==> src/logic/isa_pkg.sv <==
package isa_pkg;

    typedef enum logic [6:0]
    {
        OP_R     = 7'b0110011,
        OP_IMM   = 7'b0010011,
        OP_LOAD  = 7'b0000011,
        OP_STORE = 7'b0100011,
        OP_JAL   = 7'b1101111
    } opcode_e;

    typedef enum logic [2:0]
    {
        ALU_ADD,
        ALU_SUB,
        ALU_AND,
        ALU_OR,
        ALU_XOR,
        ALU_SLT
    } alu_op_e;

    localparam logic [2:0] F3_ADD  = 3'b000;
    localparam logic [2:0] F3_SLT  = 3'b010;
    localparam logic [2:0] F3_XOR  = 3'b100;
    localparam logic [2:0] F3_OR   = 3'b110;
    localparam logic [2:0] F3_AND  = 3'b111;
    localparam logic [2:0] F3_WORD = 3'b010;
    localparam logic [6:0] F7_BASE = 7'b0000000;
    localparam logic [6:0] F7_SUB  = 7'b0100000;

    // addi x0, x0, 0
    localparam logic [31:0] NOP_WORD = 32'h0000_0013;
    // jal x0, 0 marks the end of a program
    localparam logic [31:0] HALT_WORD = 32'h0000_006f;

    typedef struct packed
    {
        logic [6:0] funct7;
        logic [4:0] rs2;
        logic [4:0] rs1;
        logic [2:0] funct3;
        logic [4:0] rd;
        logic [6:0] opcode;
    } r_fmt_t;

    typedef struct packed
    {
        logic [11:0] imm;
        logic [4:0]  rs1;
        logic [2:0]  funct3;
        logic [4:0]  rd;
        logic [6:0]  opcode;
    } i_fmt_t;

    typedef struct packed
    {
        logic [6:0] imm_hi;
        logic [4:0] rs2;
        logic [4:0] rs1;
        logic [2:0] funct3;
        logic [4:0] imm_lo;
        logic [6:0] opcode;
    } s_fmt_t;

    typedef union packed
    {
        r_fmt_t r;
        i_fmt_t i;
        s_fmt_t s;
    } instr_u;

endpackage
==> src/logic/core_pkg.sv <==
package core_pkg;

    import isa_pkg::*;

    localparam int XLEN         = 32;
    localparam int IMEM_DEPTH   = 64;
    localparam int DMEM_DEPTH   = 64;
    localparam int IADDR_W      = 6;
    localparam int DADDR_W      = $clog2(DMEM_DEPTH);
    localparam int DRAIN_CYCLES = 4;
    localparam int DRAIN_CNT_W  = $clog2(DRAIN_CYCLES);

    typedef struct packed
    {
        instr_u               instr;
        logic [IADDR_W-1:0]   pc;
    } if_id_t;

    typedef struct packed
    {
        logic valid;
        logic reg_write;
        logic mem_write;
        logic mem_to_reg;
        logic alu_src;
    } ctrl_t;

    typedef struct packed
    {
        logic [XLEN-1:0] rs1_data;
        logic [XLEN-1:0] rs2_data;
        logic [XLEN-1:0] imm;
        alu_op_e         alu_op;
        logic [4:0]      rd;
        ctrl_t           ctrl;
    } id_ex_t;

    typedef struct packed
    {
        logic [XLEN-1:0] alu_result;
        logic [XLEN-1:0] store_data;
        logic [4:0]      rd;
        ctrl_t           ctrl;
    } ex_mem_t;

    typedef struct packed
    {
        logic [XLEN-1:0] wb_data;
        logic [4:0]      rd;
        logic            reg_write;
    } mem_wb_t;

    typedef enum logic [1:0]
    {
        IDLE,
        RUN,
        DRAIN
    } run_state_e;

endpackage

==> src/logic/pipe_regs.sv <==




module mem_wb
    import core_pkg::*;
(
    input  logic    clk,
    input  logic    i_arst_n,
    input  mem_wb_t i_d,
    output mem_wb_t o_q
);

    always_ff @(posedge clk or negedge i_arst_n)
    begin
        if (!i_arst_n)
            o_q <= '0;
        else
            o_q <= i_d;
    end

endmodule

==> config.mk <==
export PLATFORM = sky130hd
export DESIGN_NAME = mem_wb
export DESIGN_NICKNAME = d
export VERILOG_FILES = /design/src/logic/isa_pkg.sv /design/src/logic/core_pkg.sv /design/src/logic/pipe_regs.sv
export SDC_FILE = /design/constraint.sdc
export NUM_CORES = 1
export LEC_CHECK = 0
export BUFFER_PORTS_ARGS = -buffer_cell sky130_fd_sc_hd__buf_2
export CORE_ASPECT_RATIO = 0.7
export CORE_MARGIN = 1.5
export CORE_UTILIZATION = 30
export CTS_BUF_LIST = sky130_fd_sc_hd__clkbuf_2 sky130_fd_sc_hd__clkbuf_4 sky130_fd_sc_hd__clkbuf_8
export CTS_CLUSTER_DIAMETER = 60
export DETAILED_ROUTE_END_ITERATION = 6
export PLACE_DENSITY = 0.63
export REMOVE_ABC_BUFFERS = 1
export SKIP_CTS_REPAIR_TIMING = 1
export SYNTH_ARGS = -nofsm -noshare
export SYNTH_HDL_FRONTEND = slang
export SYNTH_SLANG_ARGS = --single-unit
export TNS_END_PERCENT = 50
==> constraint.sdc <==
create_clock -name clk -period 0.8 [get_ports clk]
set_input_delay 0.04 -clock clk [delete_from_list [all_inputs] [get_ports clk]]
set_output_delay 0.04 -clock clk [all_outputs]
set_load 0.1 [all_outputs]
==> flow_metrics.py, run 1 <==
metrics = {
    "run_status": {
        "outcome": "finished with violations",
        "violations": "setup timing",
    },
    "yosys": {
        "yosysTopAreaCellShare_pct": 100,
        "synth.yosys.seq_area_share_pct": 100,
        "avgSynthCellArea_um2": 25.0,
        "yosysTopAreaCell": "dfrtp_1",
        "ys_warn_count": 0,
        "synth_area_um2": 951,
        "ys_ff_latch": 38,
        "ys_top_cells_by_area": "dfrtp_1 100%",
        "yosysUniqueCellTypes": 1,
        "syn_inst": 38,
    },
    "die": {
        "num_io_pins": 78,
        "die-area_um2": 3520,
        "fp.dieW_um": 70.3,
        "start_util_pct": 32.8,
        "num_rows": 16,
        "core-area_um2": 2900,
        "die_h_um": 50.1,
    },
    "cts": {
        "numCtsBuffers": 5,
        "cts_sinks": 38,
        "htreeDepth": 2,
        "clockBufferDepth": 2,
        "cts_tree": "done",
        "clockRootBuffer": "clkbuf_8",
        "cts.clk_slew.worst_paths_ps": 70,
    },
    "placed_design": {
        "io_buffers": 77,
        "place_congestion": 0.710,
    },
    "power": {
        "switching_power_mw": 1.62,
        "p_comb_share_pct": 28.2,
        "powerDensity_nw_per_um2": 2110,
        "seq_power_share_pct": 40.5,
        "clkPwrFrac_pct": 31.3,
        "p_sw_share_pct": 31.1,
        "intPower_mw": 3.59,
        "p_leak_nw": 1.18,
        "power_mw": 5.21,
        "ir_drop_uv": 2210,
    },
    "setup_path": {
        "critical-path-slowest-cell": "dfrtp_1",
        "crit_cells": 1,
        "cp.required_ps": 760,
        "critPathKind": "reg -> out",
        "startpoint_type": "flop",
        "crit_path_max_incr_delay_ps": 420,
        "crit_start": "o_q[13]",
        "path_delay_family": "flip-flops",
        "endpoint": "o_q[13]",
        "arrival_ps": 920,
        "cp_max_fo": 1,
        "worstPathCellList": "buf_12",
        "crit_buf_inv": 1,
        "endpoint_kind": "output port",
    },
    "finish": {
        "largest_reg_flops": 38,
        "drive_above_1_share_pct": 52.5,
        "fin_nets": 202,
        "final-seq-area_um2": 951,
        "regMostFlops": "o_q",
        "antenna_cells": 0,
        "area_growth_pct": 160,
        "multi_input_area_um2": 0,
        "reg_top3": "o_q x38",
        "fill_cells": 116,
        "multi_input_gates": 0,
    },
    "timing": {
        "rsz0062_at_grt": "true",
        "hold_viol": 0,
        "slew_violations": 0,
        "max_freq_ghz": 1.05,
        "fin_ws_ps": -155,
        "min_period_ps": 955,
        "setup_viol": 38,
        "slew-limit-headroom_pct": 87.1,
        "fin_setup_tns_ps": -4140,
        "hold_slack_ps": 248,
        "tightest_slew_ps": 193,
        "finalCritPeriodShare_pct": 119,
    },
    "route": {
        "routedWlPerCell_um": 17.8,
        "drt-total-wl_um": 3520,
        "initialDrtViolationCount": 26,
        "drtAntennaViolNets": 0,
        "drc_errors": 0,
        "via_count": 834,
        "first_pass_iters": 4,
        "viasPerCell": 4.21,
    },
    "grt": {
        "grt_pass1_wl_um": 3650,
        "grt_max_degree": 39,
        "track_usage_pct": 15.3,
        "grt.overflow.total": 0,
        "first_global_vias": 688,
        "antenna_found_initial": 0,
    },
    "worst_hold_path": {
        "hold_class": "in -> async",
    },
    "flow_run": {
        "cap_violations": 0,
    },
}
## how the worst min path moves through the flow
stage	endpoint	slack [ps]	depth (start not counted)
final	o_q[15]	250	3
after global routing	o_q[22]	250	3
after CTS	o_q[3]	-290	2
after detailed placement	o_q[3]	20	2
after global placement	o_q[33]	10	2
after floorplan	o_q[0]	-260	0
## cell type report
cell class	count	share of cell area (%)
flip-flops and latches	38	38.4
clock buffers	6	3.34
repair buffers	117	55.2
clock inverters	1	1.21
well taps	36	1.82
## layer usage
| metal | track usage (%) | up-vias | part of all wire, % |
|---|---|---|---|
| li1 | - | 361 | - |
| met1 | 16.6 | 415 | 41 |
| met2 | 25.3 | 54 | 50 |
| met3 | 7.77 | 4 | 7.4 |
| met4 | 6.73 | 0 | 1.2 |
| met5 | 0 | - | 0 |
## power groups by stage
stage	logic (mW)	registers (mW)	clock network [mW]
6_report	1.47	2.11	1.63
4_1_cts	1.31	2.11	1.64
2_1_floorplan	0	2.81	0
5_1_grt	1.51	2.12	1.80
3_3_place_gp	1.29	2.13	0
3_5_place_dp	1.31	2.14	0
## cells by family (layout without fill, tap and decap cells)
logic type / count (synthesis) / after routing / share of synthesized area, %
buf+inv: 0 / 124 / 0
flops: 38 / 38 / 100
## placed cells by master, fill, tap and decap left out
master,synthesis,layout
bufinv_16,0,1
dfrtp_1,38,38
clkbuf_8,0,6
dlygate4sd3_1,0,39
buf_12,0,39
buf_2,0,39
## synthesized netlist by cell type
cell type / number
dfrtp_1: 38
## per-stage QoR
stage          area (um2)  setup slack [ps]  util, %  cells
2_1_floorplan         951              -123        -     38
3_3_place_gp         1970               208     67.9    152
3_5_place_dp         1970               189     67.9    152
4_1_cts              2080              -123     71.8    159
5_1_grt              2470              -184     85.3    198
6_report             2470              -155     85.3    198
Power figures use the tool's default switching activity.
==> inputs of run 2 (changes only) <==
--- a/config.mk
+++ b/config.mk
@@ -14,7 +14,6 @@
 export DETAILED_ROUTE_END_ITERATION = 6
 export PLACE_DENSITY = 0.63
 export REMOVE_ABC_BUFFERS = 1
-export SKIP_CTS_REPAIR_TIMING = 1
 export SYNTH_ARGS = -nofsm -noshare
 export SYNTH_HDL_FRONTEND = slang
 export SYNTH_SLANG_ARGS = --single-unit
==> run 2 against run 1 <==
Net effect: the run still ends with setup timing left; first-iteration DRC count decreased by 19%; utilization did not move; clock power barely moved; critical path type unchanged; largest power group unchanged; highest routed layer unchanged.
==> flow_metrics.py, run 2 (synthesis results as in run 1) <==
metrics = {
    "power": {
        "p_comb_share_pct": 28.1,
        "switching_power_mw": 1.63,
        "p_leak_nw": 1.18,
        "ir_drop_uv": 2260,
        "intPower_mw": 3.59,
        "clkPwrFrac_pct": 31.5,
        "p_sw_share_pct": 31.3,
        "seq_power_share_pct": 40.4,
        "powerDensity_nw_per_um2": 2110,
        "power_mw": 5.23,
    },
    "placed_design": {
        "io_buffers": 77,
        "place_ws_ps": 189,
        "place_congestion": 0.710,
        "placedInstanceArea_um2": 1970,
        "place_inst": 152,
    },
    "die": {
        "num_rows": 16,
        "fp.dieW_um": 70.3,
        "num_io_pins": 78,
        "die-area_um2": 3520,
        "core-area_um2": 2900,
        "start_util_pct": 32.8,
        "die_h_um": 50.1,
    },
    "finish": {
        "final_area_um2": 2470,
        "drive_above_1_share_pct": 52.5,
        "reg_top3": "o_q x38",
        "final_cells": 198,
        "mostFrequentLayoutCells": "39 x dlygate4sd3_1, 39 x buf_2, 39 x buf_12",
        "antenna_cells": 0,
        "area_growth_pct": 160,
        "multi_input_area_um2": 0,
        "multi_input_gates": 0,
        "largest_reg_flops": 38,
        "fin_nets": 202,
        "regMostFlops": "o_q",
        "fill_cells": 125,
    },
    "timing": {
        "fin_setup_tns_ps": -4250,
        "setup_viol": 38,
        "slew-limit-headroom_pct": 87.0,
        "min_period_ps": 957,
        "slew_violations": 0,
        "max_freq_ghz": 1.04,
        "tightest_slew_ps": 194,
        "rsz0062_at_grt": "true",
        "hold_viol": 0,
        "fin_ws_ps": -157,
        "finalCritPeriodShare_pct": 120,
    },
    "flow_run": {
        "cap_violations": 0,
    },
    "route": {
        "routedWlPerCell_um": 18.1,
        "first_pass_iters": 4,
        "drt-total-wl_um": 3580,
        "via_count": 824,
        "initialDrtViolationCount": 21,
        "drtAntennaViolNets": 0,
        "viasPerCell": 4.16,
        "drc_errors": 0,
    },
    "setup_path": {
        "cp.required_ps": 760,
        "path_delay_family": "flip-flops",
        "startpoint_type": "flop",
        "cp_max_fo": 1,
        "crit_path_max_incr_delay_ps": 430,
        "arrival_ps": 920,
        "critPathKind": "reg -> out",
        "crit_buf_inv": 1,
        "worstPathCellList": "buf_12",
        "endpoint_kind": "output port",
        "critical-path-slowest-cell": "dfrtp_1",
    },
    "worst_hold_path": {
        "hold_class": "in -> async",
    },
    "cts": {
        "cts_resized": 0,
        "cts_tree": "done",
        "cts.clk_slew.worst_paths_ps": 80,
        "cts_sinks": 38,
        "numCtsBuffers": 5,
        "cts_setup_buffers": 0,
        "htreeDepth": 2,
        "clockBufferDepth": 2,
        "clockRootBuffer": "clkbuf_8",
    },
    "grt": {
        "antenna_found_initial": 0,
        "grt_pass1_wl_um": 5350,
        "track_usage_pct": 22.5,
        "first_global_vias": 926,
        "grt_max_degree": 39,
        "grt.overflow.total": 0,
    },
    "run_status": {
        "outcome": "finished with violations",
        "violations": "setup timing",
    },
}
## run 2: cell counts in the layout (fill, tap and decap cells not counted)
No cell type changed its count.
## run 2: metal layers
layer | GRT usage, % | vias up | share of wire (%)
li1 | - | 361 | -
met1 | 26.7 | 411 | 41
met2 | 37.6 | 47 | 50
met3 | 8.59 | 5 | 7.2
met4 | 7.69 | 0 | 1.3
met5 | 0 | - | 0
## run 2: worst paths after layout
check                          from      end  slack, ps  cells after the start
max                         o_q[23]  o_q[23]       -160                      1
max in group asynchronous  i_arst_n  o_q[30]        290                      3
min in group clk            i_d[21]  o_q[21]        390                      2
min                        i_arst_n  o_q[15]        310                      3
## run 2: final cells by class
cell class / count / area [um2] / area share, %
Clock inverter: 1 / 30.0 / 1.21
Tap cell: 36 / 45.0 / 1.82
Clock buffer: 6 / 82.6 / 3.34
Timing Repair Buffer: 117 / 1370 / 55.2
Sequential cell: 38 / 951 / 38.4
## run 2: stage by stage
| stage | utilization, % | hold slack, ps |
|---|---|---|
| after global placement | 67.9 | 12.1 |
| after floorplan | - | -256 |
| final | 85.3 | 312 |
| after CTS | 85.3 | 260 |
| after global routing | 85.3 | 333 |
| after detailed placement | 67.9 | 18.2 |
## run 2: power by group through the flow
stage / clock, mW / combinational, mW / sequential [mW]
finish: 1.65 / 1.47 / 2.11
global route: 1.80 / 1.50 / 2.12
CTS: 1.64 / 1.46 / 2.11
detailed placement: 0 / 1.31 / 2.14
global placement: 0 / 1.29 / 2.13
floorplan: 0 / 0 / 2.81
## run 2: repair_timing
| action | 4_1_cts | 5_1_grt |
|---|---|---|
| hold endpoints to repair | 76 | 0 |
| setup endpoints to repair | 38 | 38 |
| hold buffers | 39 | 0 |
## run 2: worst min-delay path, cell delays in order
cell and delay (ps):
dlygate4sd3_1 550, buf_2 160, buf_12 220
