**src/logic/isa_pkg.sv**
```systemverilog
package isa_pkg;

    typedef enum logic [6:0]
    {
        OP_R     = 7'b0110011,
        OP_IMM   = 7'b0010011,
        OP_LOAD  = 7'b0000011,
        OP_STORE = 7'b0100011,
        OP_JAL   = 7'b1101111
    } opcode_e;

    typedef enum logic [2:0]
    {
        ALU_ADD,
        ALU_SUB,
        ALU_AND,
        ALU_OR,
        ALU_XOR,
        ALU_SLT
    } alu_op_e;

    localparam logic [2:0] F3_ADD  = 3'b000;
    localparam logic [2:0] F3_SLT  = 3'b010;
    localparam logic [2:0] F3_XOR  = 3'b100;
    localparam logic [2:0] F3_OR   = 3'b110;
    localparam logic [2:0] F3_AND  = 3'b111;
    localparam logic [2:0] F3_WORD = 3'b010;
    localparam logic [6:0] F7_BASE = 7'b0000000;
    localparam logic [6:0] F7_SUB  = 7'b0100000;

    // addi x0, x0, 0
    localparam logic [31:0] NOP_WORD = 32'h0000_0013;
    // jal x0, 0 marks the end of a program
    localparam logic [31:0] HALT_WORD = 32'h0000_006f;

    typedef struct packed
    {
        logic [6:0] funct7;
        logic [4:0] rs2;
        logic [4:0] rs1;
        logic [2:0] funct3;
        logic [4:0] rd;
        logic [6:0] opcode;
    } r_fmt_t;

    typedef struct packed
    {
        logic [11:0] imm;
        logic [4:0]  rs1;
        logic [2:0]  funct3;
        logic [4:0]  rd;
        logic [6:0]  opcode;
    } i_fmt_t;

    typedef struct packed
    {
        logic [6:0] imm_hi;
        logic [4:0] rs2;
        logic [4:0] rs1;
        logic [2:0] funct3;
        logic [4:0] imm_lo;
        logic [6:0] opcode;
    } s_fmt_t;

    typedef union packed
    {
        r_fmt_t r;
        i_fmt_t i;
        s_fmt_t s;
    } instr_u;

endpackage
```
**src/logic/core_pkg.sv**
```systemverilog
package core_pkg;

    import isa_pkg::*;

    localparam int XLEN         = 32;
    localparam int IMEM_DEPTH   = 64;
    localparam int DMEM_DEPTH   = 64;
    localparam int IADDR_W      = 6;
    localparam int DADDR_W      = $clog2(DMEM_DEPTH);
    localparam int DRAIN_CYCLES = 4;
    localparam int DRAIN_CNT_W  = $clog2(DRAIN_CYCLES);

    typedef struct packed
    {
        instr_u               instr;
        logic [IADDR_W-1:0]   pc;
    } if_id_t;

    typedef struct packed
    {
        logic valid;
        logic reg_write;
        logic mem_write;
        logic mem_to_reg;
        logic alu_src;
    } ctrl_t;

    typedef struct packed
    {
        logic [XLEN-1:0] rs1_data;
        logic [XLEN-1:0] rs2_data;
        logic [XLEN-1:0] imm;
        alu_op_e         alu_op;
        logic [4:0]      rd;
        ctrl_t           ctrl;
    } id_ex_t;

    typedef struct packed
    {
        logic [XLEN-1:0] alu_result;
        logic [XLEN-1:0] store_data;
        logic [4:0]      rd;
        ctrl_t           ctrl;
    } ex_mem_t;

    typedef struct packed
    {
        logic [XLEN-1:0] wb_data;
        logic [4:0]      rd;
        logic            reg_write;
    } mem_wb_t;

    typedef enum logic [1:0]
    {
        IDLE,
        RUN,
        DRAIN
    } run_state_e;

endpackage

```
**src/logic/pipe_regs.sv**
```systemverilog
module if_id
    import isa_pkg::*;
    import core_pkg::*;
(
    input  logic   clk,
    input  logic   i_arst_n,
    input  logic   i_stall,
    input  if_id_t i_d,
    output if_id_t o_q
);

    always_ff @(posedge clk or negedge i_arst_n)
    begin
        if (!i_arst_n)
        begin
            o_q.instr <= NOP_WORD;
            o_q.pc    <= '0;
        end
        else if (!i_stall)
        begin
            o_q <= i_d;
        end
    end

endmodule




```
**config.mk**
```make
export PLATFORM = sky130hd
export DESIGN_NAME = if_id
export DESIGN_NICKNAME = d
export VERILOG_FILES = /design/src/logic/isa_pkg.sv /design/src/logic/core_pkg.sv /design/src/logic/pipe_regs.sv
export SDC_FILE = /design/constraint.sdc
export NUM_CORES = 1
export LEC_CHECK = 0
export BUFFER_PORTS_ARGS = -buffer_cell sky130_fd_sc_hd__buf_2
export CAP_MARGIN = 20
export CORE_ASPECT_RATIO = 2
export CORE_UTILIZATION = 41
export CTS_BUF_LIST = sky130_fd_sc_hd__clkbuf_2
export DETAILED_ROUTE_END_ITERATION = 7
export MAX_ROUTING_LAYER = met4
export PLACE_DENSITY_LB_ADDON = 0.25
export SLEW_MARGIN = 20
export SYNTH_ARGS = -nofsm -noshare
export SYNTH_HDL_FRONTEND = slang
export SYNTH_SLANG_ARGS = --single-unit
```
**constraint.sdc**
```tcl
create_clock -name clk -period 0.8 [get_ports clk]
set_clock_uncertainty 0.1 [all_clocks]
set_input_delay 0.12 -clock clk [delete_from_list [all_inputs] [get_ports clk]]
set_output_delay 0.12 -clock clk [all_outputs]
set_load 0.01 [all_outputs]
```
==> results of run 1 <==
stage by stage:
| stage | util (%) | hold slack, ps |
|---|---|---|
| after global placement | 58.3 | -2.90 |
| final | 74.7 | -137 |
| after CTS | 65.7 | -174 |
| after floorplan | - | -276 |
| after detailed placement | 58.3 | -0.0320 |
| after global routing | 74.7 | -179 |
cells in the mapped netlist:
| cell | count | area share (%) |
|---|---|---|
| dfrtp_1 | 35 | 59 |
| dfstp_2 | 3 | 5.3 |
| buf_2 | 1 | 0.33 |
| mux2_4 | 20 | 20 |
| mux2_2 | 18 | 14 |
| buf_6 | 3 | 2.3 |
area by class of cell:
type	instances	area share, %
Clock buffer	5	0.969
Clock inverter	3	1.55
Multi-Input combinational cell	38	22.0
Sequential cell	38	37.0
Tap cell	48	2.33
Timing Repair Buffer	128	36.2
kinds of logic after synthesis:
logic type	share of synthesized area, %
buffers and inverters	2.59
DFF	63.8
muxes	33.6
what timing repair did:
item                       in CTS  in global routing
hold buffers                    5                 18
setup buffers                  14                 17
setup endpoints to repair      76                 76
hold endpoints to repair       76                 34
gates resized for setup         7                 17
per-layer routing:
metal,up-vias,wire length (um),track usage [%]
li1,540,-,-
met1,564,1400,16.9
met2,56,2100,32.1
met3,5,196,4.77
met4,0,61,8.26
met5,-,0,-
cells in the final DEF (no fill, tap or decap), drive strengths merged:
cell type and instances:
bufinv 1, clkinv 2, buf 105, mux2 38, dlygate4sd3 23, clkbuf 5, dfstp 3, dfrtp 35
how the worst max path moves through the flow:
stage	endpoint	slack, ps	cells past startpoint	startpoint
detailed placement	o_q[8]$_DFFE_PN0N_	-240	3	i_stall
floorplan	o_q[0]$_DFFE_PN0N_	-90	3	i_stall
global placement	o_q[8]$_DFFE_PN0N_	-220	3	i_stall
CTS	o_q[10]	-490	1	o_q[10]$_DFFE_PN1N_
global route	o_q[6]	-540	1	o_q[6]$_DFFE_PN1N_
finish	o_q[6]	-470	1	o_q[6]$_DFFE_PN1N_
report_power, final:
| part | switching [mW] | total, mW | internal [mW] |
|---|---|---|---|
| clock | 0.602 | 1.12 | 0.519 |
| sequential | 0.120 | 2.24 | 2.12 |
| combinational | 0.414 | 1.19 | 0.779 |
| total | 1.14 | 4.56 | 3.42 |
worst register-to-register path: cells and delay by family, from the launching register on:
kind                   cells  cell delay (ps)
flip-flops                 1              440
multiplexers               1              250
buffers and inverters      1              130
==> flow_metrics.py, run 1 <==
metrics = {
    "sta": {
        "rsz0062_at_grt": "true",
        "slew_viol_final": 0,
        "worst_slack_ps": -466,
        "hold_slack_ps": -137,
        "period_needed_ps": 1270,
        "max_clock_freq_mhz": 790,
        "tns_ps": -18940,
        "setup_violations": 76,
        "finalCritPeriodShare_pct": 158,
        "hold_viol": 16,
        "max-slew-margin-rel_pct": 86.6,
        "worst_slew_pin_slew_ps": 202,
    },
    "placed_design": {
        "portBuffers": 78,
        "gp_routability_congestion": 0.678,
        "pre_cts_ws_ps": -241,
        "dp.cells": 206,
        "place_area_um2": 2010,
    },
    "floorplan": {
        "core_area_um2": 3450,
        "initial_utilization_pct": 43.3,
        "die-width_um": 44.7,
        "io_pins": 79,
        "dieHeight_um": 87.4,
        "num_rows": 30,
        "die-area_um2": 3910,
    },
    "route": {
        "routed_wl_um": 3760,
        "drt_iter0_drc": 8,
        "wl_per_cell_um": 14.5,
        "via_per_inst": 4.48,
        "drt-pass1-iter-count": 4,
        "num_vias": 1165,
        "drcViolationCount": 0,
        "drtAntennaViolNets": 0,
    },
    "logic_synthesis": {
        "netlist_area_um2": 1500,
        "synth_cell_type_count": 6,
        "yosysWarnings": 0,
        "synth_area_per_cell_um2": 18.7,
        "syn_nets": 121,
        "synth_seq_area_share_pct": 63.8,
        "syn_inst": 80,
        "ys_ff_latch": 38,
    },
    "clocking": {
        "cts_buffers": 5,
        "cts_tree": "done",
        "insertion_delay_ps": 360,
        "clk_pin_slew_ps": 180,
        "cts-root-buf": "clkbuf_2",
        "ctsHtreeMaxLevel": 2,
        "cts_buffer_depth": 2,
        "cts.sinks": 38,
    },
    "worst_setup_path": {
        "slowest_delay_ps": 580,
        "cp_max_fo": 2,
        "crit_buf_inv": 1,
        "crit_slowest_cell": "dfstp_2",
        "r2r_start": "o_q[21]$_DFFE_PN0N_",
        "worstPathArrival_ps": 1050,
        "cp-end-kind": "output port",
        "worst-setup-path-type": "reg -> out",
        "cp.required_ps": 580,
        "r2r_cells": 2,
        "r2r-end": "o_q[21]$_DFFE_PN0N_",
        "r2r_slack_ps": -210,
        "path_cells": "buf_6",
        "path_delay_family": "flip-flops",
        "start_kind": "flop",
    },
    "hold_path": {
        "hold-path-cell-count": 2,
        "min_delay_worst_endpoint": "o_q[32]$_DFFE_PN0N_",
        "hold_path_class": "in -> reg",
        "min_from": "i_d[32]",
    },
    "layout": {
        "fill_cells": 244,
        "fin_cells": 260,
        "syn2layout_area_growth_pct": 72.5,
        "layout-drive-gt1-share_pct": 72.6,
        "multi_input_area_um2": 567,
        "diodes": 0,
        "top_register": "o_q",
        "nNetsFinal": 252,
        "reg_top3": "o_q: 38 flops",
        "largest_register_ffs": 38,
        "finalInstanceArea_um2": 2580,
        "ff_latch_area_um2": 955,
    },
    "power_and_ir_drop": {
        "peakVddDrop_uv": 1160,
        "total_power_mw": 4.56,
        "p_per_area_nw_per_um2": 1770,
        "p_leak_nw": 1.36,
    },
    "global_route": {
        "grt_pass1_wl_um": 4850,
        "grt_pass1_vias": 1190,
        "grt.total_usage_pct": 17.9,
        "grt_overflow": 0,
        "grt_max_degree": 39,
        "antenna_found_initial": 0,
    },
    "outcome": {
        "violations": "negative hold slack, negative setup slack",
        "status": "finished, violations left",
    },
    "job": {
        "drv_cap": 0,
    },
}
No activity file was read; power rests on OpenSTA's default activity.
==> inputs of run 2 (changes only) <==
--- a/config.mk
+++ b/config.mk
@@ -5,6 +5,7 @@
 export SDC_FILE = /design/constraint.sdc
 export NUM_CORES = 1
 export LEC_CHECK = 0
+export ABC_AREA = 1
 export BUFFER_PORTS_ARGS = -buffer_cell sky130_fd_sc_hd__buf_2
 export CAP_MARGIN = 20
 export CORE_ASPECT_RATIO = 2
==> run 2 against run 1 <==
Against the previous run:
- the run ends with design-rule violations, negative setup slack left
- critical path depth is the same
- fmax is 2.0% lower
- utilization increased by 0.77 points
- sequential share of layout area is 0.44 points higher
- first-iteration DRC count rose to 4.8 times the previous value
- synthesized cell count grew 100%
- via count up 29%
- routed wire length up 10%
- combinational power decreased by 15%
- cell count rose by 28%
- clock power decreased by 27%
- largest cell class is now buffers
==> flow_metrics.py, run 2 <==
metrics = {
    "outcome": {
        "status": "finished, violations left",
        "violations": "design-rule violations, negative setup slack",
    },
    "worst_setup_path": {
        "worstPathArrival_ps": 1070,
        "r2r_start": "o_q[6]$_DFFE_PN1N_",
        "cp.required_ps": 580,
        "r2r-end": "o_q[6]$_DFFE_PN1N_",
        "worst-setup-path-type": "reg -> out",
        "crit_slowest_cell": "dfstp_2",
        "r2r_slack_ps": -120,
        "cp-end-kind": "output port",
        "crit_buf_inv": 1,
        "start_kind": "flop",
        "path_delay_family": "flip-flops",
        "cp_max_fo": 2,
        "path_depth": 1,
        "path_cells": "buf_6",
        "r2r_cells": 3,
        "slowest_delay_ps": 590,
    },
    "global_route": {
        "antenna_found_initial": 0,
        "grt_max_degree": 39,
        "gr-usage-met2_pct": 39.3,
        "grt.total_usage_pct": 22.7,
        "grt_pass1_vias": 1424,
        "met3_usage_pct": 5.21,
        "grt_pass1_wl_um": 6140,
        "grt_overflow": 0,
        "grt_busiest_layer": "met2",
        "grt_use_met1_pct": 24.0,
    },
    "sta": {
        "finalCritPeriodShare_pct": 162,
        "hold_slack_ps": 42.0,
        "max-slew-margin-rel_pct": 80.9,
        "rsz0062_at_grt": "true",
        "worst_slack_ps": -492,
        "period_needed_ps": 1290,
        "hold_viol": 0,
        "setup_violations": 56,
        "slew_viol_final": 0,
        "max_clock_freq_mhz": 774,
        "worst_slew_pin_slew_ps": 286,
    },
    "placed_design": {
        "hpwl_um": 2210,
        "portBuffers": 78,
        "place_area_um2": 1890,
        "dp.cells": 269,
        "gp_routability_congestion": 0.739,
    },
    "layout": {
        "finalInstanceArea_um2": 2550,
        "layout_commonest_cell": "nand2_1",
        "syn2layout_area_growth_pct": 75.2,
        "nNetsFinal": 342,
        "reg_top3": "o_q: 38 flops",
        "fin_cells": 334,
        "final_util_pct": 75.5,
        "diodes": 0,
        "largest_register_ffs": 38,
        "top_register": "o_q",
        "final_cell_mix": "nand2_1, buf_2, dlygate4sd3_1",
        "layout-drive-gt1-share_pct": 41.7,
    },
    "power_and_ir_drop": {
        "peakVddDrop_uv": 1140,
        "p_per_area_nw_per_um2": 1580,
        "p_leak_nw": 1.45,
    },
    "floorplan": {
        "core_area_um2": 3380,
        "dieHeight_um": 86.3,
        "die-area_um2": 3810,
        "num_rows": 30,
        "initial_utilization_pct": 43.1,
        "die-width_um": 44.1,
        "io_pins": 79,
    },
    "logic_synthesis": {
        "syn_inst": 161,
        "synth_common_cells": "nand2_1, dfrtp_1, buf_6",
        "syn_nets": 202,
        "synth.most_common_cell": "nand2_1",
        "yosysTopAreaCellShare_pct": 60.1,
        "synth_seq_area_share_pct": 65.5,
        "yosysTopAreaCell": "dfrtp_1",
        "synth_edf_count": 0,
        "synth_cell_type_count": 7,
        "synth-async-reset-ratio_pct": 100,
        "synth_area_leaders": "dfrtp_1, nand2_1, dfstp_2, buf_6, buf_4",
        "netlist_area_um2": 1460,
        "yosysWarnings": 0,
        "synth_area_per_cell_um2": 9.05,
        "synth_flop_cell": "dfrtp_1",
        "ys_ff_latch": 38,
    },
    "clocking": {
        "cts_buffers": 5,
        "cts_tree": "done",
        "cts_buffer_depth": 2,
        "cts-root-buf": "clkbuf_2",
        "clk_pin_slew_ps": 200,
        "ctsHtreeMaxLevel": 2,
        "insertion_delay_ps": 380,
        "cts.sinks": 38,
    },
    "hold_path": {
        "min_delay_worst_endpoint": "o_q[10]$_DFFE_PN1N_",
        "min_from": "i_stall",
        "hold_path_class": "in -> reg",
        "hold-path-cell-count": 4,
    },
    "route": {
        "drtAntennaViolNets": 0,
        "drcViolationCount": 7,
        "num_vias": 1503,
        "routed_wl_um": 4140,
        "drt-pass1-iter-count": 8,
        "wl_per_cell_um": 12.4,
        "drt_iter0_drc": 38,
        "via_per_inst": 4.50,
    },
    "job": {
        "drv_cap": 0,
    },
}
[run 2: changes by cell type after synthesis]
cell and delta:
nand2_1 +114, mux2_2 -18, buf_4 +2, inv_2 +1, mux2_4 -20, buf_6 +1
buf_2 +1
[run 2: layout make-up]
class / instances / area [um^2]
timing repair buffer: 141 / 1050
sequential: 38 / 955
fill: 226 / 827
multi-input combinational: 114 / 463
tap: 32 / 40.0
clock buffer: 5 / 25.0
clock inverter: 3 / 16.3
inverter: 1 / 3.75
[run 2: metrics by stage]
stage,setup WS (ps),TNS [ps],power (mW)
after floorplan,0.523,0,2.53
after global placement,-44.8,-776,2.87
after detailed placement,-45.5,-569,2.88
after CTS,-499,-14750,3.90
after global routing,-564,-18010,4.27
final,-492,-14500,4.04
[run 2: metal layers]
metal | routed length, um | vias to the layer above | share of wire (%)
met5 | 0 | - | 0
li1 | - | 755 | -
met3 | 260 | 7 | 6.3
met2 | 2270 | 67 | 55
met1 | 1530 | 674 | 37
met4 | 78 | 0 | 1.9
[run 2: report_power, final]
group / leakage, nW / internal [mW] / switching, mW
clock network: 0.0264 / 0.200 / 0.622
logic: 0.967 / 0.564 / 0.451
registers: 0.458 / 2.10 / 0.0974
[run 2: how the worst max path moves through the flow]
stage | start | to | slack, ps
after detailed placement | o_q[7]$_DFFE_PN1N_ | o_q[7] | -50
after global placement | o_q[10]$_DFFE_PN1N_ | o_q[10] | -40
after CTS | o_q[10]$_DFFE_PN1N_ | o_q[10] | -500
final | o_q[10]$_DFFE_PN1N_ | o_q[10] | -490
after floorplan | o_q[10]$_DFFE_PN1N_ | o_q[10]$_DFFE_PN1N_ | 0.5
after global routing | o_q[10]$_DFFE_PN1N_ | o_q[10] | -560
[run 2: repair_timing]
| item | CTS | global route |
|---|---|---|
| endpoints found under the hold margin | 76 | 0 |
| setup endpoints to repair | 41 | 46 |
| gates resized for setup | 3 | 23 |
| hold buffers | 40 | 0 |
| pin swaps | 8 | 10 |
| setup buffers | 5 | 13 |
[run 2: cell families (layout without fill, tap and decap cells)]
family	count (synthesis)	in the layout	share of synthesized area, %
buf+inv	9	150	5.07
flops	38	38	65.6
simple gates	114	114	29.4
