**src/logic/isa_pkg.sv**
```systemverilog
package isa_pkg;

    typedef enum logic [6:0]
    {
        OP_R     = 7'b0110011,
        OP_IMM   = 7'b0010011,
        OP_LOAD  = 7'b0000011,
        OP_STORE = 7'b0100011,
        OP_JAL   = 7'b1101111
    } opcode_e;

    typedef enum logic [2:0]
    {
        ALU_ADD,
        ALU_SUB,
        ALU_AND,
        ALU_OR,
        ALU_XOR,
        ALU_SLT
    } alu_op_e;

    localparam logic [2:0] F3_ADD  = 3'b000;
    localparam logic [2:0] F3_SLT  = 3'b010;
    localparam logic [2:0] F3_XOR  = 3'b100;
    localparam logic [2:0] F3_OR   = 3'b110;
    localparam logic [2:0] F3_AND  = 3'b111;
    localparam logic [2:0] F3_WORD = 3'b010;
    localparam logic [6:0] F7_BASE = 7'b0000000;
    localparam logic [6:0] F7_SUB  = 7'b0100000;

    // addi x0, x0, 0
    localparam logic [31:0] NOP_WORD = 32'h0000_0013;
    // jal x0, 0 marks the end of a program
    localparam logic [31:0] HALT_WORD = 32'h0000_006f;

    typedef struct packed
    {
        logic [6:0] funct7;
        logic [4:0] rs2;
        logic [4:0] rs1;
        logic [2:0] funct3;
        logic [4:0] rd;
        logic [6:0] opcode;
    } r_fmt_t;

    typedef struct packed
    {
        logic [11:0] imm;
        logic [4:0]  rs1;
        logic [2:0]  funct3;
        logic [4:0]  rd;
        logic [6:0]  opcode;
    } i_fmt_t;

    typedef struct packed
    {
        logic [6:0] imm_hi;
        logic [4:0] rs2;
        logic [4:0] rs1;
        logic [2:0] funct3;
        logic [4:0] imm_lo;
        logic [6:0] opcode;
    } s_fmt_t;

    typedef union packed
    {
        r_fmt_t r;
        i_fmt_t i;
        s_fmt_t s;
    } instr_u;

endpackage
```
**src/logic/core_pkg.sv**
```systemverilog
package core_pkg;

    import isa_pkg::*;

    localparam int XLEN         = 32;
    localparam int IMEM_DEPTH   = 64;
    localparam int DMEM_DEPTH   = 64;
    localparam int IADDR_W      = 6;
    localparam int DADDR_W      = $clog2(DMEM_DEPTH);
    localparam int DRAIN_CYCLES = 4;
    localparam int DRAIN_CNT_W  = $clog2(DRAIN_CYCLES);

    typedef struct packed
    {
        instr_u               instr;
        logic [IADDR_W-1:0]   pc;
    } if_id_t;

    typedef struct packed
    {
        logic valid;
        logic reg_write;
        logic mem_write;
        logic mem_to_reg;
        logic alu_src;
    } ctrl_t;

    typedef struct packed
    {
        logic [XLEN-1:0] rs1_data;
        logic [XLEN-1:0] rs2_data;
        logic [XLEN-1:0] imm;
        alu_op_e         alu_op;
        logic [4:0]      rd;
        ctrl_t           ctrl;
    } id_ex_t;

    typedef struct packed
    {
        logic [XLEN-1:0] alu_result;
        logic [XLEN-1:0] store_data;
        logic [4:0]      rd;
        ctrl_t           ctrl;
    } ex_mem_t;

    typedef struct packed
    {
        logic [XLEN-1:0] wb_data;
        logic [4:0]      rd;
        logic            reg_write;
    } mem_wb_t;

    typedef enum logic [1:0]
    {
        IDLE,
        RUN,
        DRAIN
    } run_state_e;

endpackage

```
**src/logic/run_control.sv**
```systemverilog
module run_control
    import core_pkg::*;
(
    input  logic clk,
    input  logic i_arst_n,
    input  logic i_start,
    input  logic i_halt_seen,
    output logic o_fetch_en,
    output logic o_restart,
    output logic o_done
);

    run_state_e             state;
    logic [DRAIN_CNT_W-1:0] drain_cnt;
    logic                   drain_last;

    assign drain_last = (drain_cnt == DRAIN_CNT_W'(DRAIN_CYCLES - 1));

    always_ff @(posedge clk or negedge i_arst_n)
    begin
        if (!i_arst_n)
        begin
            state     <= IDLE;
            drain_cnt <= '0;
        end
        else
        begin
            case (state)
                IDLE:
                    if (i_start)
                        state <= RUN;
                RUN:
                    if (i_halt_seen)
                    begin
                        state     <= DRAIN;
                        drain_cnt <= '0;
                    end
                DRAIN:
                    if (drain_last)
                        state <= IDLE;
                    else
                        drain_cnt <= drain_cnt + 1'b1;
                default:
                    state <= IDLE;
            endcase
        end
    end

    // Fetch stops in the halt cycle so the word behind the halt never enters decode
    assign o_fetch_en = (state == RUN) && !i_halt_seen;
    assign o_restart  = (state == IDLE) && i_start;
    assign o_done     = (state == DRAIN) && drain_last;

endmodule

```
**config.mk**
```make
export PLATFORM = sky130hd
export DESIGN_NAME = run_control
export DESIGN_NICKNAME = d
export VERILOG_FILES = /design/src/logic/isa_pkg.sv /design/src/logic/core_pkg.sv /design/src/logic/run_control.sv
export SDC_FILE = /design/constraint.sdc
export NUM_CORES = 1
export LEC_CHECK = 0
export ABC_AREA = 0
export BUFFER_PORTS_ARGS = -buffer_cell sky130_fd_sc_hd__buf_4
export CORE_AREA = 4 4 41 43
export DETAILED_ROUTE_END_ITERATION = 16
export DIE_AREA = 0 0 45 47
export MAX_ROUTING_LAYER = met4
export SYNTH_ARGS = -nofsm -noshare
export SYNTH_HDL_FRONTEND = slang
export SYNTH_SLANG_ARGS = --single-unit
```
**constraint.sdc**
```tcl
create_clock -name clk -period 1.4 [get_ports clk]
set_clock_uncertainty 0.05 [all_clocks]
set_input_delay 0.07 -clock clk [delete_from_list [all_inputs] [get_ports clk]]
set_output_delay 0.07 -clock clk [all_outputs]
set_load 0.02 [all_outputs]
```
==> results of run 1 <==
==> worst min path at each step <==
stage | startpoint | cells past startpoint | slack, ns | endpoint
2_1_floorplan | i_arst_n | 0 | -0.28 | drain_cnt[0]$_DFFE_PN0P_
3_3_place_gp | i_arst_n | 1 | -0.18 | drain_cnt[1]$_DFFE_PN0P_
3_5_place_dp | i_arst_n | 1 | -0.18 | drain_cnt[1]$_DFFE_PN0P_
4_1_cts | i_start | 3 | 0.08 | state[0]$_DFFE_PN0P_
5_1_grt | i_start | 3 | 0.09 | state[0]$_DFFE_PN0P_
6_report | i_start | 3 | 0.09 | state[0]$_DFFE_PN0P_
==> sequential cells by signal, summed over array words and instances, names as in the netlist <==
| signal | count |
|---|---|
| drain_cnt | 2 |
| state | 2 |
==> cell type report <==
type | instances | share of cell area [%]
clock buffers | 3 | 5.61
multi-input cells | 17 | 39.9
flip-flops and latches | 4 | 24.9
well taps | 15 | 4.67
repair buffers | 12 | 24.9
==> metrics by stage <==
| step | instances | setup WS, ns | setup TNS, ns | utilization [%] |
|---|---|---|---|---|
| after floorplan | 22 | 0.000958 | 0 | - |
| after global placement | 46 | 0.00485 | 0 | 25.3 |
| after detailed placement | 46 | -0.0190 | -0.0190 | 25.3 |
| after CTS | 51 | -0.00296 | -0.00296 | 28.6 |
| after global routing | 51 | -0.0793 | -0.0834 | 30.9 |
| final | 51 | -0.0448 | -0.0448 | 30.9 |
==> worst max-delay path, delay by kind of cell, from the launching register on <==
kind,cells,cell delay [ns]
simple gates,1,0.51
flops,1,0.40
fa+ha+maj,1,0.25
compound gates,1,0.13
==> power by group <==
group	internal, mW	switching, mW
Sequential	0.169	0.0410
Clock	0.0963	0.0529
Combinational	0.275	0.200
Total	0.540	0.294
==> cell families (layout without fill, tap and decap cells) <==
kind of cell | Yosys count | in the layout
DFF | 4 | 4
AOI/OAI and AO/OA | 7 | 7
and+or+nand+nor | 9 | 9
buffers and inverters | 1 | 15
adders and majority gates | 1 | 1
==> layout by cell type (no fill, tap or decap) <==
master,n
a21boi_0,2
and3b_2,2
or4b_4,1
nand2b_1,1
or2b_1,1
clkbuf_4,3
o221a_4,1
o21bai_1,1
dlygate4sd3_1,1
ha_4,1
buf_4,9
nor2_1,3
buf_6,2
dfrtp_1,4
a21o_1,1
nand4bb_1,1
a21oi_1,1
o211a_1,1
==> per-layer routing <==
| layer | wire length (um) | global-route usage [%] |
|---|---|---|
| met4 | 4 | 5.26 |
| met5 | 0 | - |
| met3 | 52 | 2.30 |
| met2 | 280 | 8.19 |
| met1 | 312 | 10.1 |
==> synth_stat cells <==
| library cell | instances |
|---|---|
| or4b_1 | 1 |
| or2b_1 | 1 |
| and3b_2 | 2 |
| o221a_2 | 1 |
| a21o_1 | 1 |
| buf_4 | 1 |
| nor2_1 | 3 |
| nand4bb_1 | 1 |
| o211a_1 | 1 |
| a21boi_0 | 2 |
| o21bai_1 | 1 |
| ha_1 | 1 |
| nand2b_1 | 1 |
| dfrtp_1 | 4 |
| a21oi_1 | 1 |
==> repair_timing <==
item / CTS / global route
hold buffers: 1 / 0
endpoints found under the setup margin: 2 / 2
pin swaps: 0 / 1
endpoints found under the hold margin: 4 / 0
cloned: 0 / 0
gates resized for setup: 1 / 5
buffers inserted: 1 / 0
==> reports/qor.txt, run 1 <==
outcome -> finished, violations left
violated checks -> setup timing
CTS root buf -> clkbuf_4
I/O Buffers -> 6
Netlist cell types -> 15
via/cell ratio -> 4.41
RePlAce Congestion -> 0.738
TritonCTS clock tree -> built
Worst-path clk slew -> 0.05 ns
dpl hpwl -> 399 um
FF-to-FF End -> drain_cnt[1]$_DFFE_PN0P_
CP max stage delay -> 0.51 ns
Arr. time, crit path -> 1.52 ns
final hold vios -> 0
Synth Area in Adders -> 5.15%
Reg area -> 100 um2
CP Class -> register to register
I/O Pins -> 7
Vias -> 225
Final #Nets -> 43
Die ar. -> 2120 um2
Wirelength per Cell -> 12.7 um
Bufs on Longest Clock Path -> 2
worst-path cell chain -> ha_4, or4b_4, o221a_4
Critical Path Source Type -> register
CP Capture Type -> register
synthesis-to-finish area growth -> 65.5%
Core ar. -> 1300 um2
PwrDens -> 2080 nW/um2
Synth top area share -> 41.2%
overall routing resource usage -> 7.21%
Pwr Total -> 0.834 mW
drt drc -> 0
min-delay worst type -> input port to register
global-route wire length before repair -> 1060 um
relative slew slack -> 80.4%
fraction of layout cells with a size suffix above 1 -> 52.8%
Synth Instances -> 22
syn nets -> 27
min Tclk post-route -> 1.44 ns
Die H -> 47 um
initial antenna violation count -> 0
post-synthesis sequential area ratio -> 41.2%
mux contribution to synthesized area -> 0%
VDD IR max -> 526 uV
Slowest-stage cell, CP -> or4b_4
die width -> 45 um
CP Capture Point -> drain_cnt[1]$_DFFE_PN0P_
clock sinks -> 4
Cell Area, Placed -> 329 um2
f_max -> 692 MHz
MaxCap Viol Count -> 0
Yosys top cell by area -> dfrtp_1
Multi-input gate area -> 160 um2
RSZ-0062 raised after global routing -> true
post-synthesis compound-gate area fraction -> 23.2%
router iterations before antenna repair -> 4
maximum number of pins on one net before global-route repair -> 10
Tcrit/Tclk final -> 103%
Rows -> 13
post-route cell area -> 402 um2
Layout fillers -> 144
Worst setup startpoint -> drain_cnt[0]$_DFFE_PN0P_
Post-Route WL -> 649 um
vias in the first global route -> 234
ranking of synthesized cells by area -> dfrtp_1 (41%), and3b_2 (8.2%), a21boi_0 (6.2%)
Setup Viol. Count Final -> 1
Tightest Pin Transition -> 0.292 ns
CTS buffer count -> 3
Final Max Slew Viols -> 0
largest family of logic cells by synthesized area -> simple AND/OR/NAND/NOR gates
mapped cell area -> 243 um2
Reg2Reg Setup Slack -> -0.04 ns
Detail Route Antenna Nets -> 0
grt total ovfl -> 0
worst-path maximum fanout -> 2
R2R cell count -> 3
Static Leak -> 0.202 nW
syn_area_per_cell -> 11.0 um2
CTS H-Tree Depth -> 1
ant diodes -> 0
Initial Util -> 18.7%
RR Startpoint -> drain_cnt[0]$_DFFE_PN0P_
Simple-Gate Fraction of Synth Area -> 27.3%
worst setup margin -> -0.0448 ns
worst hold margin -> 0.0882 ns
Yosys warnings -> 0
DRT iter0 DRCs -> 2
Yosys reg bits -> 4
critical path required time -> 1.48 ns
worst skew pair latency -> 0.24 ns
Post-Synth XOR/XNOR Area -> 0%
Note: power is estimated with default switching activity, not from simulation.
==> inputs of run 2 (changes only) <==
- BUFFER_PORTS_ARGS: -buffer_cell sky130_fd_sc_hd__buf_4 -> -buffer_cell sky130_fd_sc_hd__buf_2
- PLACE_DENSITY: not set -> 0.42
==> run 2 against run 1 <==
Compared with the run above:
- the run still ends with setup timing left
- flip-flop and latch count did not move
- die area unchanged
- core utilization grew 0.38 points
- largest cell class unchanged
- highest routed layer is now met3
==> reports/qor.txt, run 2 (same netlist as run 1, synthesis figures left out) <==
outcome -> finished, violations left
violated checks -> setup timing
CP Capture Point -> drain_cnt[1]$_DFFE_PN0P_
drt drc -> 0 (unchanged)
RSZ-0062 raised after global routing -> true
R2R cell count -> 3 (unchanged)
PwrDens -> 2090 nW/um2 (+0.51%)
Tcrit/Tclk final -> 102% (-1.0 points)
CTS buffer count -> 3 (unchanged)
MaxCap Viol Count -> 0 (unchanged)
ant diodes -> 0 (unchanged)
met3 usage -> 7.28% (+5.0 points)
die width -> 45 um (unchanged)
Critical Path Source Type -> register
dpl hpwl -> 446 um (+12%)
Worst setup startpoint -> drain_cnt[0]$_DFFE_PN0P_
min Tclk post-route -> 1.43 ns (-0.0140 ns)
RePlAce Congestion -> 0.745 (+0.99%)
Die H -> 47 um (unchanged)
post-route cell area -> 407 um2 (+1.2%)
met2 Resource Use GR -> 10.7% (+2.5 points)
CTS root buf -> clkbuf_4
clock sinks -> 4 (unchanged)
Tightest Pin Transition -> 0.259 ns (-0.0324 ns)
top flop regs -> drain_cnt (2), state (2)
maximum number of pins on one net before global-route repair -> 10 (unchanged)
router iterations before antenna repair -> 2 (-2)
Reg2Reg Setup Slack -> -0.03 ns (about the same)
fraction of layout cells with a size suffix above 1 -> 55.3% (+2.5 points)
Layout fillers -> 141 (-2.1%)
Setup Viol. Count Final -> 1 (unchanged)
worst setup margin -> -0.0308 ns (+0.0140 ns)
Final Max Slew Viols -> 0 (unchanged)
Hold Path Depth -> 3 (unchanged)
via/cell ratio -> 4.36 (-1.2%)
Die ar. -> 2120 um2 (unchanged)
TritonCTS clock tree -> built
Cell Area, Placed -> 314 um2 (-4.6%)
Initial Util -> 18.7% (unchanged)
VDD IR max -> 779 uV (+48%)
RR Startpoint -> drain_cnt[0]$_DFFE_PN0P_
CP Capture Type -> register
worst skew pair latency -> 0.24 ns (about the same)
Vias -> 231 (+2.7%)
I/O Buffers -> 6 (unchanged)
highest-count cells in the layout ignoring fill and taps -> buf_4 (7), dfrtp_1 (4), buf_2 (4)
I/O Pins -> 7 (unchanged)
Final #Nets -> 45 (+4.7%)
Pwr Total -> 0.848 mW (+1.8%)
critical path required time -> 1.47 ns (about the same)
Detail Route Antenna Nets -> 0 (unchanged)
min-delay worst type -> input port to register
relative slew slack -> 82.6% (+2.2 points)
Post-Route WL -> 660 um (+1.7%)
overall routing resource usage -> 8.03% (+0.83 points)
CP Class -> register to register
gr busiest metal -> met2
commonest non-fill, non-tap cell in the layout -> buf_4
Arr. time, crit path -> 1.50 ns (-0.02 ns)
Core ar. -> 1300 um2 (unchanged)
synthesis-to-finish area growth -> 67.5%
worst-path maximum fanout -> 2 (unchanged)
Rows -> 13 (unchanged)
worst hold margin -> 0.0819 ns (-0.00629 ns)
initial antenna violation count -> 0 (unchanged)
met1 usage -> 8.06% (-2.1 points)
f_max -> 699 MHz (+0.98%)
vias in the first global route -> 220 (-6.0%)
Static Leak -> 0.210 nW (+3.7%)
DRT iter0 DRCs -> 2 (unchanged)
Wirelength per Cell -> 12.5 um (-2.1%)
Worst-path clk slew -> 0.04 ns (about the same)
CTS H-Tree Depth -> 1 (unchanged)
Bufs on Longest Clock Path -> 2 (unchanged)
final hold vios -> 0 (unchanged)
grt total ovfl -> 0 (unchanged)
FF-to-FF End -> drain_cnt[1]$_DFFE_PN0P_
global-route wire length before repair -> 1030 um (-2.6%)
[run 2: cell count changes in the layout (fill, tap and decap cells not counted)]
cell | before | now
buf_2 | 0 | 4
buf_4 | 9 | 7
[run 2: worst min-delay path by stage]
stage               startpoint                        to  slack [ns]
finish                 i_start      state[0]$_DFFE_PN0P_        0.08
global route           i_start      state[0]$_DFFE_PN0P_        0.10
CTS                    i_start      state[0]$_DFFE_PN0P_        0.09
detailed placement    i_arst_n      state[0]$_DFFE_PN0P_       -0.17
global placement      i_arst_n      state[1]$_DFFE_PN0P_       -0.17
floorplan             i_arst_n  drain_cnt[0]$_DFFE_PN0P_       -0.28
[run 2: repair_timing]
| item | in CTS | in global routing |
|---|---|---|
| endpoints found under the hold margin | 4 | 0 |
| endpoints found under the setup margin | 2 | 3 |
| setup buffers | 0 | 3 |
| hold buffers | 1 | 0 |
| gates cloned | 0 | 0 |
| gates resized for setup | 3 | 5 |
[run 2: report_power, final]
part           switching [mW]  total [mW]  internal [mW]
clock                  0.0470       0.143         0.0958
combinational           0.201       0.492          0.291
sequential             0.0449       0.214          0.169
total                   0.293       0.848          0.555
[run 2: routing by layer]
metal	routed length [um]	part of all wire (%)
met3	70	11
met4	0	0
met1	297	45
met5	0	0
met2	292	44
[run 2: layout make-up]
cell class | instances | area [um2] | share of cell area [%]
clock buffers | 3 | 22.5 | 5.54
multi-input cells | 17 | 160 | 39.4
flip-flops and latches | 4 | 100 | 24.6
well taps | 15 | 18.8 | 4.62
repair buffers | 14 | 105 | 25.8
[run 2: metrics by stage]
stage | util [%] | TNS [ns] | worst slack [ns] | std cells
CTS | 27.8 | -0.0317 | -0.0317 | 50
floorplan | - | 0 | 0.000958 | 22
global route | 31.3 | -0.0730 | -0.0547 | 53
finish | 31.3 | -0.0308 | -0.0308 | 53
detailed placement | 24.1 | -0.0241 | -0.0241 | 46
global placement | 24.1 | -0.0355 | -0.0355 | 46
[run 2: worst max-delay path, stage by stage, from the launching register on]
cell and delay (ns):
dfrtp_1 0.41, ha_4 0.25, or4b_4 0.48, o221a_4 0.13
==> inputs of run 3 (changes only) <==
==> constraint.sdc (replaced) <==
create_clock -name clk -period 1.4 [get_ports clk]
set_clock_uncertainty 0.05 [all_clocks]
set_input_delay 0.14 -clock clk [delete_from_list [all_inputs] [get_ports clk]]
set_output_delay 0.14 -clock clk [all_outputs]
set_load 0.02 [all_outputs]
==> run 3 against run 2 <==
Compared with the run above:
- the flow still finishes with violations (setup timing)
- sequential share of layout area grew 1.1 points
- register-to-register slack gained 0.04 ns
- final cell count grew 1.9%
- setup slack gained 0.022 ns
- largest power group unchanged
- combinational power shrank 12%
==> reports/qor.txt, run 3 (same netlist as run 1, synthesis figures left out) <==
outcome -> finished, violations left
violated checks -> setup timing
die width -> 45 um (unchanged)
DRT iter0 DRCs -> 3 (+1)
met2 Resource Use GR -> 9.89% (-0.85 points)
Final Max Slew Viols -> 0 (unchanged)
Die H -> 47 um (unchanged)
CTS buffer count -> 3 (unchanged)
Final #Nets -> 46 (+2.2%)
met1 usage -> 6.91% (-1.2 points)
Worst-path clk slew -> 0.04 ns (about the same)
gr busiest metal -> met2
Slowest-stage cell, CP -> dfrtp_1
Tightest Pin Transition -> 0.193 ns (-0.0664 ns)
worst-path cell chain -> ha_2, buf_6, and3b_2, buf_6
top flop regs -> drain_cnt (2), state (2)
min Tclk post-route -> 1.41 ns (-0.0219 ns)
Critical Path Source Type -> register
fin util -> 29.9% (-1.3 points)
CP Capture Type -> output port
drt drc -> 0 (unchanged)
Detail Route Antenna Nets -> 0 (unchanged)
fraction of layout cells with a size suffix above 1 -> 53.8% (-1.4 points)
dpl hpwl -> 428 um (-4.0%)
Cell Area, Placed -> 314 um2 (unchanged)
clock sinks -> 4 (unchanged)
Hold Path Depth -> 3 (unchanged)
I/O Pins -> 7 (unchanged)
final hold vios -> 0 (unchanged)
Vias -> 238 (+3.0%)
worst setup margin -> -0.00895 ns (+0.0219 ns)
Rows -> 13 (unchanged)
RePlAce Congestion -> 0.766 (+2.8%)
router iterations before antenna repair -> 2 (unchanged)
f_max -> 710 MHz (+1.6%)
highest-count cells in the layout ignoring fill and taps -> buf_4 (7), buf_2 (5), dfrtp_1 (4)
TritonCTS clock tree -> built
MaxCap Viol Count -> 0 (unchanged)
synthesis-to-finish area growth -> 60.3%
CP max stage delay -> 0.37 ns (-0.11 ns)
CP Class -> register to output port
Tcrit/Tclk final -> 101% (-1.6 points)
relative slew slack -> 87.0% (+4.5 points)
Initial Util -> 18.7% (unchanged)
I/O Buffers -> 6 (unchanged)
Fin Setup TNS -> -0.00895 ns (+0.0219 ns)
R2R cell count -> 3 (unchanged)
grt total ovfl -> 0 (unchanged)
via/cell ratio -> 4.41 (+1.1%)
commonest non-fill, non-tap cell in the layout -> buf_4
CP most frequent cell -> buf_6
Bufs on Longest Clock Path -> 2 (unchanged)
Wirelength per Cell -> 10.4 um (-16%)
RSZ-0062 raised after global routing -> true
Core ar. -> 1300 um2 (unchanged)
DP Worst Slack -> -0.0229 ns (+0.00118 ns)
CTS root buf -> clkbuf_4
initial antenna violation count -> 0 (unchanged)
worst skew pair latency -> 0.23 ns (about the same)
overall routing resource usage -> 7.05% (-0.98 points)
Setup Viol. Count Final -> 1 (unchanged)
worst-path maximum fanout -> 2 (unchanged)
Die ar. -> 2120 um2 (unchanged)
VDD IR max -> 664 uV (-15%)
post-route cell area -> 389 um2 (-4.3%)
Arr. time, crit path -> 1.22 ns (-0.28 ns)
CTS H-Tree Depth -> 1 (unchanged)
maximum number of pins on one net before global-route repair -> 10 (unchanged)
ant diodes -> 0 (unchanged)
vias in the first global route -> 236 (+7.3%)
min-delay worst type -> input port to register
Static Leak -> 0.205 nW (-2.4%)
global-route wire length before repair -> 959 um (-6.7%)
met3 usage -> 5.75% (-1.5 points)
PwrDens -> 1990 nW/um2 (-4.5%)
Post-Route WL -> 562 um (-15%)
critical path required time -> 1.21 ns (-0.26 ns)
==> run 3: cell count changes in the layout (fill, tap and decap cells not counted) <==
| cell | previous run | this run |
|---|---|---|
| buf_2 | 4 | 5 |
| ha_2 | 0 | 1 |
| ha_4 | 1 | 0 |
| o221a_2 | 0 | 1 |
| o221a_4 | 1 | 0 |
| or4b_1 | 0 | 1 |
| or4b_4 | 1 | 0 |
==> run 3: metal layers <==
metal	routed length [um]	vias to the layer above	part of all wire, %
met5	0	-	0
met4	0	0	0
met3	73	0	13
met2	230	8	41
met1	257	111	46
li1	-	119	-
==> run 3: final timing paths <==
check / slack [ns] / from / to
min in group asynchronous: 0.19 / i_arst_n / state[0]$_DFFE_PN0P_
hold reg to reg: 0.55 / state[1]$_DFFE_PN0P_ / state[0]$_DFFE_PN0P_
setup / recovery: -0.009 / drain_cnt[1]$_DFFE_PN0P_ / o_done
setup reg to reg: 0.01 / drain_cnt[1]$_DFFE_PN0P_ / drain_cnt[1]$_DFFE_PN0P_
hold / removal: 0.15 / i_start / state[0]$_DFFE_PN0P_
max in group asynchronous: 0.98 / i_arst_n / drain_cnt[0]$_DFFE_PN0P_
==> run 3: report_power, final <==
group          switching (mW)  total, mW  internal (mW)  leakage [nW]
Sequential             0.0330      0.202          0.169        0.0506
Combinational           0.176      0.433          0.257         0.140
Clock                  0.0448      0.141         0.0957        0.0138
==> run 3: final cells by class <==
| class | count | area [um2] |
|---|---|---|
| repair buffers | 15 | 110 |
| flip-flops and latches | 4 | 100 |
| clock buffers | 3 | 22.5 |
| well taps | 15 | 18.8 |
| multi-input cells | 17 | 138 |
| fillers | 139 | 912 |
==> run 3: critical path, delay by kind of cell, from the launching register on <==
family        cells  cell delay (ns)
flops             1             0.37
buf+inv           2             0.24
fa+ha+maj         1             0.19
simple gates      1             0.19
==> run 3: repair_timing <==
action / CTS / global route
pin swaps: 1 / 0
setup buffers: 3 / 1
resized for setup: 4 / 0
hold buffers: 1 / 0
endpoints found under the hold margin: 4 / 0
gates cloned: 0 / 0
endpoints found under the setup margin: 2 / 3
==> run 3: through the flow <==
step	std cells	hold slack (ns)	power (mW)
finish	54	0.150	0.776
global placement	46	-0.100	0.555
detailed placement	46	-0.0991	0.563
CTS	53	0.152	0.771
global route	54	0.167	0.850
floorplan	22	-0.206	0.436
